`src/sv32_cfg_pkg.sv`:
```
// Sv32 geometry constants for the page-table walker.
// Imported by the type package and by every walker module that
// needs address, page-number or level widths.

package sv32_cfg_pkg;

  // ----------------------------------------
  // address widths
  // ----------------------------------------
  // virtual address, one XLEN word
  localparam int unsigned VLEN = 32;
  // physical address, 22-bit ppn plus page offset
  localparam int unsigned PLEN = 34;
  // data word returned by the memory port
  localparam int unsigned XLEN = 32;

  // ----------------------------------------
  // paging structure
  // ----------------------------------------
  // full physical page number
  localparam int unsigned PPNW = 22;
  // one vpn slice indexes 1024 entries
  localparam int unsigned VPN_W = 10;
  // root table and leaf table
  localparam int unsigned PT_LEVELS = 2;
  localparam int unsigned LVL_W = $clog2(PT_LEVELS);
  // 4 KiB pages
  localparam int unsigned PAGE_OFFSET_W = 12;
  // 4-byte entries
  localparam int unsigned PTE_BYTES_LOG2 = 2;
  // Sv32 satp holds at most 9 ASID bits
  localparam int unsigned ASID_MAX_W = 9;

endpackage

```
`src/sv32_types_pkg.sv`:
```
// Shared types of the Sv32 walker: the page-table entry word, the
// memory port, the miss request, the walk context and the TLB update.

package sv32_types_pkg;

  import sv32_cfg_pkg::*;

  // ----------------------------------------
  // page-table entry
  // ----------------------------------------
  // permission and status bits, same place in both views
  typedef struct packed {
    logic d;
    logic a;
    logic g;
    logic u;
    logic x;
    logic w;
    logic r;
    logic v;
  } pte_flags_t;

  // leaf view, ppn split so the superpage alignment check sees ppn0
  typedef struct packed {
    logic [PPNW-VPN_W-1:0] ppn1;
    logic [VPN_W-1:0]      ppn0;
    logic [1:0]            rsw;
    pte_flags_t            flags;
  } pte_leaf_t;

  // pointer view, one full ppn of the next table
  typedef struct packed {
    logic [PPNW-1:0] ppn;
    logic [1:0]      rsw;
    pte_flags_t      flags;
  } pte_ptr_t;

  typedef union packed {
    pte_leaf_t leaf;
    pte_ptr_t  ptr;
  } pte_u;

  // ----------------------------------------
  // memory port
  // ----------------------------------------
  typedef struct packed {
    logic            req;
    logic [PLEN-1:0] addr;
  } mem_req_t;

  typedef struct packed {
    logic            gnt;
    logic            rvalid;
    logic [XLEN-1:0] rdata;
  } mem_rsp_t;

  // ----------------------------------------
  // walk control and result
  // ----------------------------------------
  typedef struct packed {
    logic            access;
    logic            hit;
    logic            is_instr;
    logic            is_store;
    logic [VLEN-1:0] vaddr;
  } miss_req_t;

  // asid is sized for the largest Sv32 ASID, low AsidWidth bits used
  typedef struct packed {
    logic                  is_instr;
    logic                  is_store;
    logic [LVL_W-1:0]      level;
    logic                  is_global;
    logic [ASID_MAX_W-1:0] asid;
  } ptw_ctx_t;

  typedef struct packed {
    logic                          valid;
    logic                          is_superpage;
    logic [VLEN-PAGE_OFFSET_W-1:0] vpn;
    logic [ASID_MAX_W-1:0]         asid;
    pte_u                          content;
  } tlb_update_t;

  typedef struct packed {
    logic            fault;
    logic            leaf;
    logic [PPNW-1:0] next_ppn;
  } pte_class_t;

endpackage

```
`src/pte_decode.sv`:
```
// Combinational classification of one fetched Sv32 entry.
// Flags invalid encodings, pointers past the last level, misaligned
// superpages and permission failures for the access being walked.
`timescale 1ns/100ps

module pte_decode (
  input  sv32_types_pkg::pte_u       pte_i,
  input  sv32_types_pkg::ptw_ctx_t   ctx_i,
  input  logic                       mxr_i,
  output sv32_types_pkg::pte_class_t cls_o
);

  import sv32_cfg_pkg::*;
  import sv32_types_pkg::*;

  pte_flags_t flags;
  logic       invalid;
  logic       is_leaf;
  logic       bad_ptr;
  logic       misaligned;
  logic       perm_ok;

  assign flags = pte_i.leaf.flags;

  // ----------------------------------------
  // structure checks
  // ----------------------------------------
  // v clear or write-only encoding
  assign invalid = !flags.v || (flags.w && !flags.r);

  // r or x marks a leaf, otherwise it points to the next table
  assign is_leaf = flags.r || flags.x;

  // no table below the last level
  assign bad_ptr = !is_leaf && (ctx_i.level == LVL_W'(PT_LEVELS - 1));

  // a 4 MiB superpage needs its low ppn slice clear
  assign misaligned = is_leaf && (ctx_i.level == '0) && (pte_i.leaf.ppn0 != '0);

  // ----------------------------------------
  // permission checks
  // ----------------------------------------
  always_comb begin
    if (ctx_i.is_instr) begin
      // fetch needs execute, accessed bit is managed by software
      perm_ok = flags.x && flags.a;
    end else begin
      // load needs r, or x when make-executable-readable is set
      perm_ok = flags.a && (flags.r || (flags.x && mxr_i));
      // stores also need w and an already set dirty bit
      if (ctx_i.is_store) begin
        perm_ok = perm_ok && flags.w && flags.d;
      end
    end
  end

  assign cls_o.fault    = invalid || bad_ptr || misaligned || (is_leaf && !perm_ok);
  assign cls_o.leaf     = is_leaf;
  assign cls_o.next_ppn = pte_i.ptr.ppn;

endmodule

```
`src/walk_fsm.sv`:
```
// Walk control of the Sv32 walker. Accepts a TLB miss, fetches one
// entry per level over the memory port, follows pointers and reports
// a finished leaf (done) or a page fault. Flush drains an open read.
`timescale 1ns/100ps

module walk_fsm #(
  parameter int unsigned AsidWidth = 9
) (
  input  logic                          clk_i,
  input  logic                          rst_ni,
  input  logic                          flush_i,
  input  sv32_types_pkg::miss_req_t     miss_i,
  input  logic [sv32_cfg_pkg::PPNW-1:0] satp_ppn_i,
  input  logic [AsidWidth-1:0]          asid_i,
  input  sv32_types_pkg::mem_rsp_t      mem_rsp_i,
  output sv32_types_pkg::mem_req_t      mem_req_o,
  input  sv32_types_pkg::pte_class_t    cls_i,
  output sv32_types_pkg::pte_u          pte_o,
  output sv32_types_pkg::ptw_ctx_t      ctx_o,
  output logic [sv32_cfg_pkg::VLEN-1:0] vaddr_o,
  output logic                          done_o,
  output logic                          fault_o,
  output logic                          active_o,
  output logic                          miss_o
);

  import sv32_cfg_pkg::*;
  import sv32_types_pkg::*;

  typedef enum logic [2:0] {
    IDLE,
    WAIT_GRANT,
    PTE_LOOKUP,
    WAIT_RVALID,
    PROPAGATE_ERROR,
    LATENCY
  } state_e;

  state_e           state_q, state_d;
  ptw_ctx_t         ctx_q, ctx_d;
  logic [VLEN-1:0]  vaddr_q, vaddr_d;
  // entry pointer, 4-byte aligned
  logic [PLEN-1:0]  pptr_q, pptr_d;
  // memory response, registered once
  pte_u             pte_q;
  logic             rvalid_q;
  logic             accept;
  logic [LVL_W-1:0] next_lvl;

  // vpn slice that indexes the table of a level, level 0 is the root
  function automatic logic [VPN_W-1:0] vpn_slice(logic [VLEN-1:0] va, logic [LVL_W-1:0] lvl);
    int unsigned lsb;
    lsb = PAGE_OFFSET_W + VPN_W * (PT_LEVELS - 1 - int'(lvl));
    return va[lsb+:VPN_W];
  endfunction

  // misses seen while busy are dropped, the TLB repeats them
  assign accept   = (state_q == IDLE) && miss_i.access && !miss_i.hit && !flush_i;
  assign next_lvl = ctx_q.level + LVL_W'(1);

  assign miss_o         = accept;
  assign active_o       = (state_q != IDLE);
  assign mem_req_o.req  = (state_q == WAIT_GRANT);
  assign mem_req_o.addr = pptr_q;
  assign pte_o          = pte_q;
  assign ctx_o          = ctx_q;
  assign vaddr_o        = vaddr_q;

  // a flushed walk must not reach the result stage
  assign done_o  = (state_q == PTE_LOOKUP) && rvalid_q && !cls_i.fault && cls_i.leaf && !flush_i;
  assign fault_o = (state_q == PROPAGATE_ERROR) && !flush_i;

  // ----------------------------------------
  // next state
  // ----------------------------------------
  always_comb begin
    state_d = state_q;
    ctx_d   = ctx_q;
    vaddr_d = vaddr_q;
    pptr_d  = pptr_q;

    case (state_q)
      IDLE: begin
        if (accept) begin
          ctx_d.is_instr  = miss_i.is_instr;
          ctx_d.is_store  = miss_i.is_store;
          ctx_d.level     = '0;
          ctx_d.is_global = 1'b0;
          ctx_d.asid      = ASID_MAX_W'(asid_i);
          vaddr_d         = miss_i.vaddr;
          // root table comes from satp
          pptr_d  = {satp_ppn_i, vpn_slice(miss_i.vaddr, '0), {PTE_BYTES_LOG2{1'b0}}};
          state_d = WAIT_GRANT;
        end
      end
      WAIT_GRANT: begin
        if (mem_rsp_i.gnt) begin
          state_d = PTE_LOOKUP;
        end
      end
      PTE_LOOKUP: begin
        if (rvalid_q) begin
          // g anywhere on the path makes the mapping global
          if (pte_q.leaf.flags.g) begin
            ctx_d.is_global = 1'b1;
          end
          if (cls_i.fault) begin
            state_d = PROPAGATE_ERROR;
          end else if (cls_i.leaf) begin
            state_d = LATENCY;
          end else begin
            // descend into the next table
            ctx_d.level = next_lvl;
            pptr_d  = {cls_i.next_ppn, vpn_slice(vaddr_q, next_lvl), {PTE_BYTES_LOG2{1'b0}}};
            state_d = WAIT_GRANT;
          end
        end
      end
      WAIT_RVALID: begin
        if (rvalid_q) begin
          state_d = IDLE;
        end
      end
      PROPAGATE_ERROR: begin
        state_d = LATENCY;
      end
      LATENCY: begin
        state_d = IDLE;
      end
      default: begin
        state_d = IDLE;
      end
    endcase

    // ----------------------------------------
    // flush
    // ----------------------------------------
    // a granted read still owes its rvalid, wait for it before idle
    if (flush_i) begin
      if (((state_q inside {PTE_LOOKUP, WAIT_RVALID}) && !rvalid_q) ||
          ((state_q == WAIT_GRANT) && mem_rsp_i.gnt)) begin
        state_d = WAIT_RVALID;
      end else if ((state_q != IDLE) && (state_q != LATENCY)) begin
        state_d = LATENCY;
      end
    end
  end

  always_ff @(posedge clk_i or negedge rst_ni) begin
    if (!rst_ni) begin
      state_q  <= IDLE;
      ctx_q    <= '0;
      rvalid_q <= 1'b0;
    end else begin
      state_q  <= state_d;
      ctx_q    <= ctx_d;
      rvalid_q <= mem_rsp_i.rvalid;
    end
  end

  always_ff @(posedge clk_i) begin
    vaddr_q <= vaddr_d;
    pptr_q  <= pptr_d;
    pte_q   <= mem_rsp_i.rdata;
  end

endmodule

```
`src/tlb_update_gen.sv`:
```
// Result stage of the Sv32 walker. Registers the TLB update entry on
// done and the page-fault pulse on fault, one cycle after either.
`timescale 1ns/100ps

module tlb_update_gen #(
  parameter int unsigned AsidWidth = 9
) (
  input  logic                          clk_i,
  input  logic                          rst_ni,
  input  logic                          done_i,
  input  logic                          fault_i,
  input  sv32_types_pkg::ptw_ctx_t      ctx_i,
  input  sv32_types_pkg::pte_u          pte_i,
  input  logic [sv32_cfg_pkg::VLEN-1:0] vaddr_i,
  output sv32_types_pkg::tlb_update_t   update_o,
  output logic                          error_o
);

  import sv32_cfg_pkg::*;
  import sv32_types_pkg::*;

  logic                          valid_q;
  logic                          error_q;
  logic                          superpage_q;
  logic [VLEN-PAGE_OFFSET_W-1:0] vpn_q;
  logic [ASID_MAX_W-1:0]         asid_q;
  pte_u                          content_q, content_d;

  // leaf word with the g bit collected along the walk
  always_comb begin
    content_d = pte_i;
    content_d.leaf.flags.g = pte_i.leaf.flags.g | ctx_i.is_global;
  end

  // strobes follow done and fault, so each lasts one cycle
  always_ff @(posedge clk_i or negedge rst_ni) begin
    if (!rst_ni) begin
      valid_q <= 1'b0;
      error_q <= 1'b0;
    end else begin
      valid_q <= done_i;
      error_q <= fault_i;
    end
  end

  always_ff @(posedge clk_i) begin
    if (done_i) begin
      // leaf found at the root maps a 4 MiB superpage
      superpage_q <= (ctx_i.level == '0);
      vpn_q       <= vaddr_i[VLEN-1:PAGE_OFFSET_W];
      asid_q      <= ASID_MAX_W'(ctx_i.asid[AsidWidth-1:0]);
      content_q   <= content_d;
    end
  end

  assign update_o.valid        = valid_q;
  assign update_o.is_superpage = superpage_q;
  assign update_o.vpn          = vpn_q;
  assign update_o.asid         = asid_q;
  assign update_o.content      = content_q;
  assign error_o               = error_q;

endmodule

```
`src/sv32_ptw.sv`:
```
// Sv32 hardware page-table walker. Takes TLB misses, walks the two
// table levels over a data-cache style port and returns a one-cycle
// TLB update or a one-cycle page fault.
`timescale 1ns/100ps

module sv32_ptw #(
  parameter int unsigned AsidWidth = 9
) (
  input  logic                          clk_i,
  input  logic                          rst_ni,
  input  logic                          flush_i,
  input  sv32_types_pkg::miss_req_t     miss_i,
  input  logic [sv32_cfg_pkg::PPNW-1:0] satp_ppn_i,
  input  logic [AsidWidth-1:0]          asid_i,
  input  logic                          mxr_i,
  input  sv32_types_pkg::mem_rsp_t      mem_rsp_i,
  output sv32_types_pkg::mem_req_t      mem_req_o,
  output sv32_types_pkg::tlb_update_t   tlb_update_o,
  output logic                          ptw_error_o,
  output logic                          ptw_active_o,
  output logic                          walking_instr_o,
  output logic                          tlb_miss_o,
  output logic [sv32_cfg_pkg::VLEN-1:0] update_vaddr_o
);

  import sv32_cfg_pkg::*;
  import sv32_types_pkg::*;

  // ----------------------------------------
  // stage wiring
  // ----------------------------------------
  pte_u            pte;
  ptw_ctx_t        ctx;
  pte_class_t      cls;
  logic [VLEN-1:0] vaddr;
  logic            done;
  logic            fault;

  // decode, zero cycles
  pte_decode i_pte_decode (
    .pte_i (pte),
    .ctx_i (ctx),
    .mxr_i (mxr_i),
    .cls_o (cls)
  );

  // walk control and memory requests
  walk_fsm #(
    .AsidWidth (AsidWidth)
  ) i_walk_fsm (
    .clk_i      (clk_i),
    .rst_ni     (rst_ni),
    .flush_i    (flush_i),
    .miss_i     (miss_i),
    .satp_ppn_i (satp_ppn_i),
    .asid_i     (asid_i),
    .mem_rsp_i  (mem_rsp_i),
    .mem_req_o  (mem_req_o),
    .cls_i      (cls),
    .pte_o      (pte),
    .ctx_o      (ctx),
    .vaddr_o    (vaddr),
    .done_o     (done),
    .fault_o    (fault),
    .active_o   (ptw_active_o),
    .miss_o     (tlb_miss_o)
  );

  // registered result
  tlb_update_gen #(
    .AsidWidth (AsidWidth)
  ) i_tlb_update_gen (
    .clk_i    (clk_i),
    .rst_ni   (rst_ni),
    .done_i   (done),
    .fault_i  (fault),
    .ctx_i    (ctx),
    .pte_i    (pte),
    .vaddr_i  (vaddr),
    .update_o (tlb_update_o),
    .error_o  (ptw_error_o)
  );

  assign walking_instr_o = ctx.is_instr;
  assign update_vaddr_o  = vaddr;

endmodule

```
`config.mk`:
```
export PLATFORM = sky130hd
export DESIGN_NAME = sv32_ptw
export DESIGN_NICKNAME = d
export VERILOG_FILES = /design/src/sv32_cfg_pkg.sv /design/src/sv32_types_pkg.sv /design/src/pte_decode.sv /design/src/walk_fsm.sv /design/src/tlb_update_gen.sv /design/src/sv32_ptw.sv
export SDC_FILE = /design/constraint.sdc
export NUM_CORES = 1
export LEC_CHECK = 0
export BUFFER_PORTS_ARGS = -buffer_cell sky130_fd_sc_hd__buf_4
export CAP_MARGIN = 20
export CORE_UTILIZATION = 46
export DETAILED_ROUTE_END_ITERATION = 7
export PLACE_DENSITY = 0.77
export SLEW_MARGIN = 10
export SYNTH_ARGS = -nofsm -noshare
export SYNTH_HDL_FRONTEND = slang
export SYNTH_SLANG_ARGS = --single-unit
```
`constraint.sdc`:
```
create_clock -name clk_i -period 6.4 [get_ports clk_i]
set_input_delay 0 -clock clk_i [delete_from_list [all_inputs] [get_ports clk_i]]
set_output_delay 0 -clock clk_i [all_outputs]
set_load 0.005 [all_outputs]
```
==> impl_metrics.ini, run 1 <==
[clock_network]
clock-root-buffer = clkbuf_16
numCtsBuffers = 17
cts_sinks = 177
clock_path_buffers = 2
clk_pin_slew_ns = 0.06
htree_levels = 4
cts_tree = done
clkLatencyLatePin_ns = 0.42
post-cts-setup-buffers = 0

[sta]
fmax_mhz = 401
relSlewSlack_pct = 40.1
finalHoldViolCount = 0
whs_ns = 0.129
tns_ns = 0
skew_ns = 0.00765
period_needed_ns = 2.49
setup_viol = 0
rsz0062_at_grt = no
worstMarginPinSlew_ns = 0.896
period_share_pct = 39.0
maxSlewViolCount = 0

[logic_synthesis]
yosysSeqAreaShare_pct = 83.3
ys_ff_latch = 177
ys_types = 36
synthCells = 308
avgSynthCellArea_sq_um = 19.1
synthesis.area_sq_um = 5880
ys.warnings.count = 0

[layout]
fill_cells = 714
drive_above_1_share_pct = 41.7
fin_nets = 761
antenna_cells = 0
area_growth_pct = 60.3
final_cells = 837

[detailed_routing]
drt_iter0_markers = 271
vias = 4034
wire_per_inst_um = 19.2
firstDrtPassIters = 4
viasPerCell = 4.82
drt_wl_total_um = 16100
drc = 0
ant_nets = 0

[setup_path]
start_kind = flip-flop
cp.required_ns = 6.47
critPathKind = flip-flop to flip-flop
cp_max_fo = 32
endpoint_kind = flip-flop
arrival_ns = 2.56

[die]
start_util_pct = 48.1
die_w_um = 115
dieArea_sq_um = 13200
die_h_um = 115
core_sq_um = 12200
num_io_pins = 239
rows = 40

[pwr]
p_per_area_nw_per_um2 = 311
vdd_drop_max_v = 0.000218
design_power_total_mw = 2.93
p_leak_nw = 3.87

[grt]
antenna_found_initial = 0
use_met2_pct = 45.3
grt_pass1_vias = 4415
gr-total-overflow = 0
grt-busiest-layer = met2
use_met1_pct = 26.4
grtUsageMet3_pct = 8.86
grt_usage_pct = 25.1
grt_max_degree = 43
grt_pass1_wl_um = 23700

[outcome]
status = finished clean

[placed_design]
dpl.cell_count = 703
port_buffers = 236
dp_hpwl_um = 9700
routabilityCongestion = 0.853

[job]
cap_viol_max_count = 0

[worst_hold_path]
worstHoldPathType = primary input to flip-flop
## worst max-delay path: stages, from the launching register on
cell      delay [ns]
dfxtp_1         0.34
or4_1           0.59
nor4_2          0.31
o311ai_1        0.22
nor4_4          0.22
buf_4           0.44
## power breakdown
| part | switching, mW | internal, mW |
|---|---|---|
| logic | 0.214 | 0.264 |
| clock network | 0.410 | 0.565 |
| registers | 0.0944 | 1.38 |
## cell usage in the layout (no fill, tap or decap), types with 4 or more instances in the layout
cell type,synthesis,final
buf_4,6,240
edfxtp_1,126,126
dlygate4sd3_1,0,102
mux2_1,33,33
dfxtp_1,32,32
dfrtp_1,19,19
clkbuf_16,0,18
nor2_1,15,15
a21oi_1,11,11
mux2i_1,11,11
nand2_1,8,8
clkinv_2,0,5
o21ai_0,4,4
clkinvlp_4,0,4
## per-stage QoR
step	util, %	setup WS [ns]	area (sq um)
floorplan	-	1.28	5880
global placement	64.2	4.02	7840
detailed placement	64.2	3.94	7840
CTS	77.2	3.93	9430
global route	77.2	3.80	9430
finish	77.2	3.91	9430
## routing by layer
metal | vias up | wire length (um)
li1 | 1848 | -
met1 | 1950 | 5780
met2 | 207 | 8500
met3 | 29 | 1330
met4 | 0 | 461
met5 | - | 0
## registers in the layout, indices dropped and copies added (netlist names)
name,flops
i_tlb_update_gen.asid_q,9
i_tlb_update_gen.content_q,32
i_walk_fsm.rvalid_q,1
i_walk_fsm.state_q,3
i_tlb_update_gen.error_o,1
i_tlb_update_gen.superpage_q,1
i_walk_fsm.pte_o,32
i_tlb_update_gen.valid_q,1
i_walk_fsm.pptr_q,32
i_tlb_update_gen.vpn_q,20
i_walk_fsm.vaddr_o,32
i_walk_fsm.ctx_o,13
## synth_stat cells
cell	count	area share [%]
clkbuf_1	3	0.19
o2111ai_2	1	0.26
nor4_2	2	0.43
mux2i_1	11	1.9
o31ai_1	1	0.13
o21ai_0	4	0.34
edfxtp_1	126	64
buf_2	5	0.43
o21ai_1	2	0.17
a21oi_1	11	0.94
nand3b_1	1	0.13
buf_4	6	0.77
nor2_1	15	0.96
mux2_1	33	6.3
or3b_1	1	0.15
a31oi_1	3	0.32
inv_1	3	0.19
nand3_1	1	0.085
a21boi_1	1	0.13
or2_2	1	0.11
conb_1	1	0.064
nand2_1	8	0.51
o311ai_1	1	0.15
dfrtp_1	19	8.1
nand3_2	1	0.17
o211ai_1	1	0.13
dfxtp_1	32	11
a32oi_1	1	0.15
nor3b_2	2	0.43
and3_1	1	0.11
o21a_1	1	0.13
inv_2	2	0.13
nand2b_1	1	0.11
nor2b_1	3	0.32
or4_1	2	0.26
a22oi_1	1	0.13
## cell families (layout without fill, tap and decap cells)
family | Yosys count | count (layout) | synth area share [%]
flip-flops | 177 | 177 | 83.3
multiplexers | 44 | 44 | 8.19
AO/OA/AOI/OAI | 28 | 28 | 2.96
buffers and inverters | 19 | 379 | 1.70
other | 1 | 2 | 0.0638
AND/OR/NAND/NOR | 39 | 39 | 3.75
## cell type report
type / instances / area [sq um] / share of cell area, %
Clock buffer: 22 / 475 / 5.04
Timing Repair Buffer: 342 / 2820 / 29.9
Inverter: 5 / 18.8 / 0.199
Tap cell: 168 / 210 / 2.23
Multi-Input combinational cell: 113 / 913 / 9.69
Clock inverter: 10 / 85.1 / 0.903
Sequential cell: 177 / 4900 / 52.0
## timing repair
item | in CTS | in global routing
hold endpoints to repair | 131 | 0
hold buffers | 102 | 0
gates resized for setup | 0 | 0
## final timing paths
kind / depth (start not counted) / slack [ns] / startpoint / end
setup / recovery: 5 / 3.91 / i_walk_fsm.pte_o[14] / i_tlb_update_gen.superpage_q
hold / removal: 4 / 0.13 / miss_i[34] / i_walk_fsm.state_q[0]
setup reg to reg: 5 / 3.91 / i_walk_fsm.pte_o[14] / i_tlb_update_gen.superpage_q
hold reg to reg: 0 / 0.41 / i_walk_fsm.pte_o[9] / i_tlb_update_gen.content_q[9]
max in group asynchronous: 3 / 5.06 / rst_ni / i_walk_fsm.ctx_o[2]
min in group asynchronous: 3 / 0.79 / rst_ni / i_walk_fsm.ctx_o[8]
(Power assumes the default switching activity.)
==> run 2: changes to the inputs <==
==> constraint.sdc (replaced) <==
create_clock -name clk_i -period 2.6 [get_ports clk_i]
set_input_delay 0 -clock clk_i [delete_from_list [all_inputs] [get_ports clk_i]]
set_output_delay 0 -clock clk_i [all_outputs]
set_load 0.005 [all_outputs]
==> run 2 against run 1 <==
Net effect: critical path depth unchanged; routed wire length decreased by 5.1%; first-iteration DRC count decreased by 9.6%; power increased to 2.6 times the previous value; die area unchanged; clock skew increased by 0.0041 ns; worst setup slack got worse by 3.6 ns; sequential share of layout area decreased by 0.66 points; via count decreased by 0.72%; critical endpoint is now i_tlb_update_gen.vpn_q[18]; largest cell class unchanged.
==> impl_metrics.ini, run 2 (synthesis gave the netlist of run 1 again) <==
[setup_path]
cp_max_fo = 35
rr_worst_depth = 5
critPathTopFamily = simple AND/OR/NAND/NOR gates
cpPeakStageDelay_ns = 0.54
slowest_stage = or4_1
arrival_ns = 2.39
endpoint_kind = flip-flop
r2r-start = i_walk_fsm.pte_o[14]
reg2reg_slack_ns = 0.32
critPathKind = flip-flop to flip-flop
path_depth = 5
cp.required_ns = 2.71
start_kind = flip-flop
rr_endpoint = i_tlb_update_gen.vpn_q[18]
path_cells = or4_1 -> nor4_2 -> o311ai_2 -> nor4_4 -> buf_12
critical_path_buf_inv_count = 1

[clock_network]
cts_resized = 0
clkLatencyLatePin_ns = 0.43
htree_levels = 4
clock_path_buffers = 2
cts_hold_buf = 102
clock-root-buffer = clkbuf_16
clk_pin_slew_ns = 0.06
post-cts-setup-buffers = 0
cts_tree = done
numCtsBuffers = 17
cts_sinks = 177

[sta]
skew_ns = 0.0117
relSlewSlack_pct = 42.2
period_needed_ns = 2.28
period_share_pct = 87.7
setup_viol = 0
fmax_mhz = 439
maxSlewViolCount = 0
finalHoldViolCount = 0
tns_ns = 0
worstMarginPinSlew_ns = 0.864
rsz0062_at_grt = no

[layout]
post-route-util_pct = 78.2
final_common_cell = buf_4
area_growth_pct = 62.4
layout_common_cells = buf_4 (240), edfxtp_1 (126), dlygate4sd3_1 (102), mux2_1 (33), dfxtp_1 (32)
fill_cells = 700
area.sequential_sq_um = 4900
final_cells = 840
fin_nets = 763
multi_input_area_sq_um = 921
drive_above_1_share_pct = 42.5

[placed_design]
dpl.cell_count = 705
dp_hpwl_um = 9010
routabilityCongestion = 0.882
port_buffers = 236

[pwr]
p_per_area_nw_per_um2 = 783
pwr-share-clk_pct = 35.4
design_power_total_mw = 7.48
vdd_drop_max_v = 0.000657
p_seq_share_pct = 48.2
internal_power_mw = 5.68
p_leak_nw = 3.91
switching_share_pct = 24.1
p_sw_mw = 1.80
comb_power_share_pct = 16.4

[die]
die_w_um = 115
dieArea_sq_um = 13200
num_io_pins = 239
start_util_pct = 48.1
rows = 40
core_sq_um = 12200
die_h_um = 115

[detailed_routing]
drt_iter0_markers = 245
firstDrtPassIters = 4
wire_per_inst_um = 18.2
drt_wl_total_um = 15300
viasPerCell = 4.77
ant_nets = 0
vias = 4005
drc = 0

[worst_hold_path]
hold_path_end = i_walk_fsm.ctx_o[9]
holdCritStartpoint = miss_i[34]
worstHoldPathType = primary input to flip-flop
hold-path-cell-count = 5

[job]
cap_viol_max_count = 0

[grt]
antenna_found_initial = 0
grt_max_degree = 43
grt_pass1_wl_um = 23000
grt_usage_pct = 24.3
grt_pass1_vias = 4377
gr-total-overflow = 0

[outcome]
status = finished clean
## run 2: worst max path at each step
stage	start	end
global route	i_walk_fsm.pte_o[14]	i_tlb_update_gen.vpn_q[18]
global placement	i_walk_fsm.pte_o[14]	i_tlb_update_gen.vpn_q[7]
CTS	i_walk_fsm.pte_o[14]	i_tlb_update_gen.vpn_q[16]
detailed placement	i_walk_fsm.pte_o[14]	i_tlb_update_gen.vpn_q[4]
floorplan	i_walk_fsm.pte_o[14]	i_tlb_update_gen.asid_q[0]
finish	i_walk_fsm.pte_o[14]	i_tlb_update_gen.vpn_q[18]
## run 2: per-stage QoR
stage               hold WS, ns  instance area, sq um  setup slack, ns
CTS                       0.127                  9540            0.285
global placement         -0.111                  7890            0.344
floorplan                -0.296                  5910            -1.07
detailed placement       -0.110                  7890            0.307
finish                    0.183                  9550            0.320
global route              0.184                  9540            0.204
## run 2: power by group through the flow
| stage | clock (mW) | combinational [mW] | sequential, mW |
|---|---|---|---|
| after floorplan | 0 | 0.588 | 3.58 |
| after global placement | 0 | 1.06 | 3.62 |
| after detailed placement | 0 | 1.09 | 3.65 |
| after CTS | 2.69 | 1.22 | 3.59 |
| after global routing | 2.82 | 1.33 | 3.63 |
| final | 2.65 | 1.23 | 3.60 |
## run 2: final cells by class
class	count	area share [%]
multi-input cells	113	9.65
well taps	168	2.20
flip-flops and latches	177	51.3
inverters	5	0.197
clock buffers	20	5.01
clock inverters	12	1.61
repair buffers	344	30.0
diodes	1	0.0262
## run 2: worst register-to-register path, delay by kind of cell (launching register included)
kind | cells | cell delay [ns]
DFF | 1 | 0.33
AOI/OAI and AO/OA | 1 | 0.19
and+or+nand+nor | 3 | 1.15
buffers and inverters | 1 | 0.27
## run 2: metal layers
| metal | global-route usage (%) | up-vias | share of wire [%] |
|---|---|---|---|
| met1 | 25.2 | 1947 | 35 |
| met4 | 8.83 | 0 | 1.7 |
| li1 | - | 1852 | - |
| met5 | 0 | - | 0 |
| met2 | 43.7 | 185 | 55 |
| met3 | 10.3 | 21 | 8.2 |
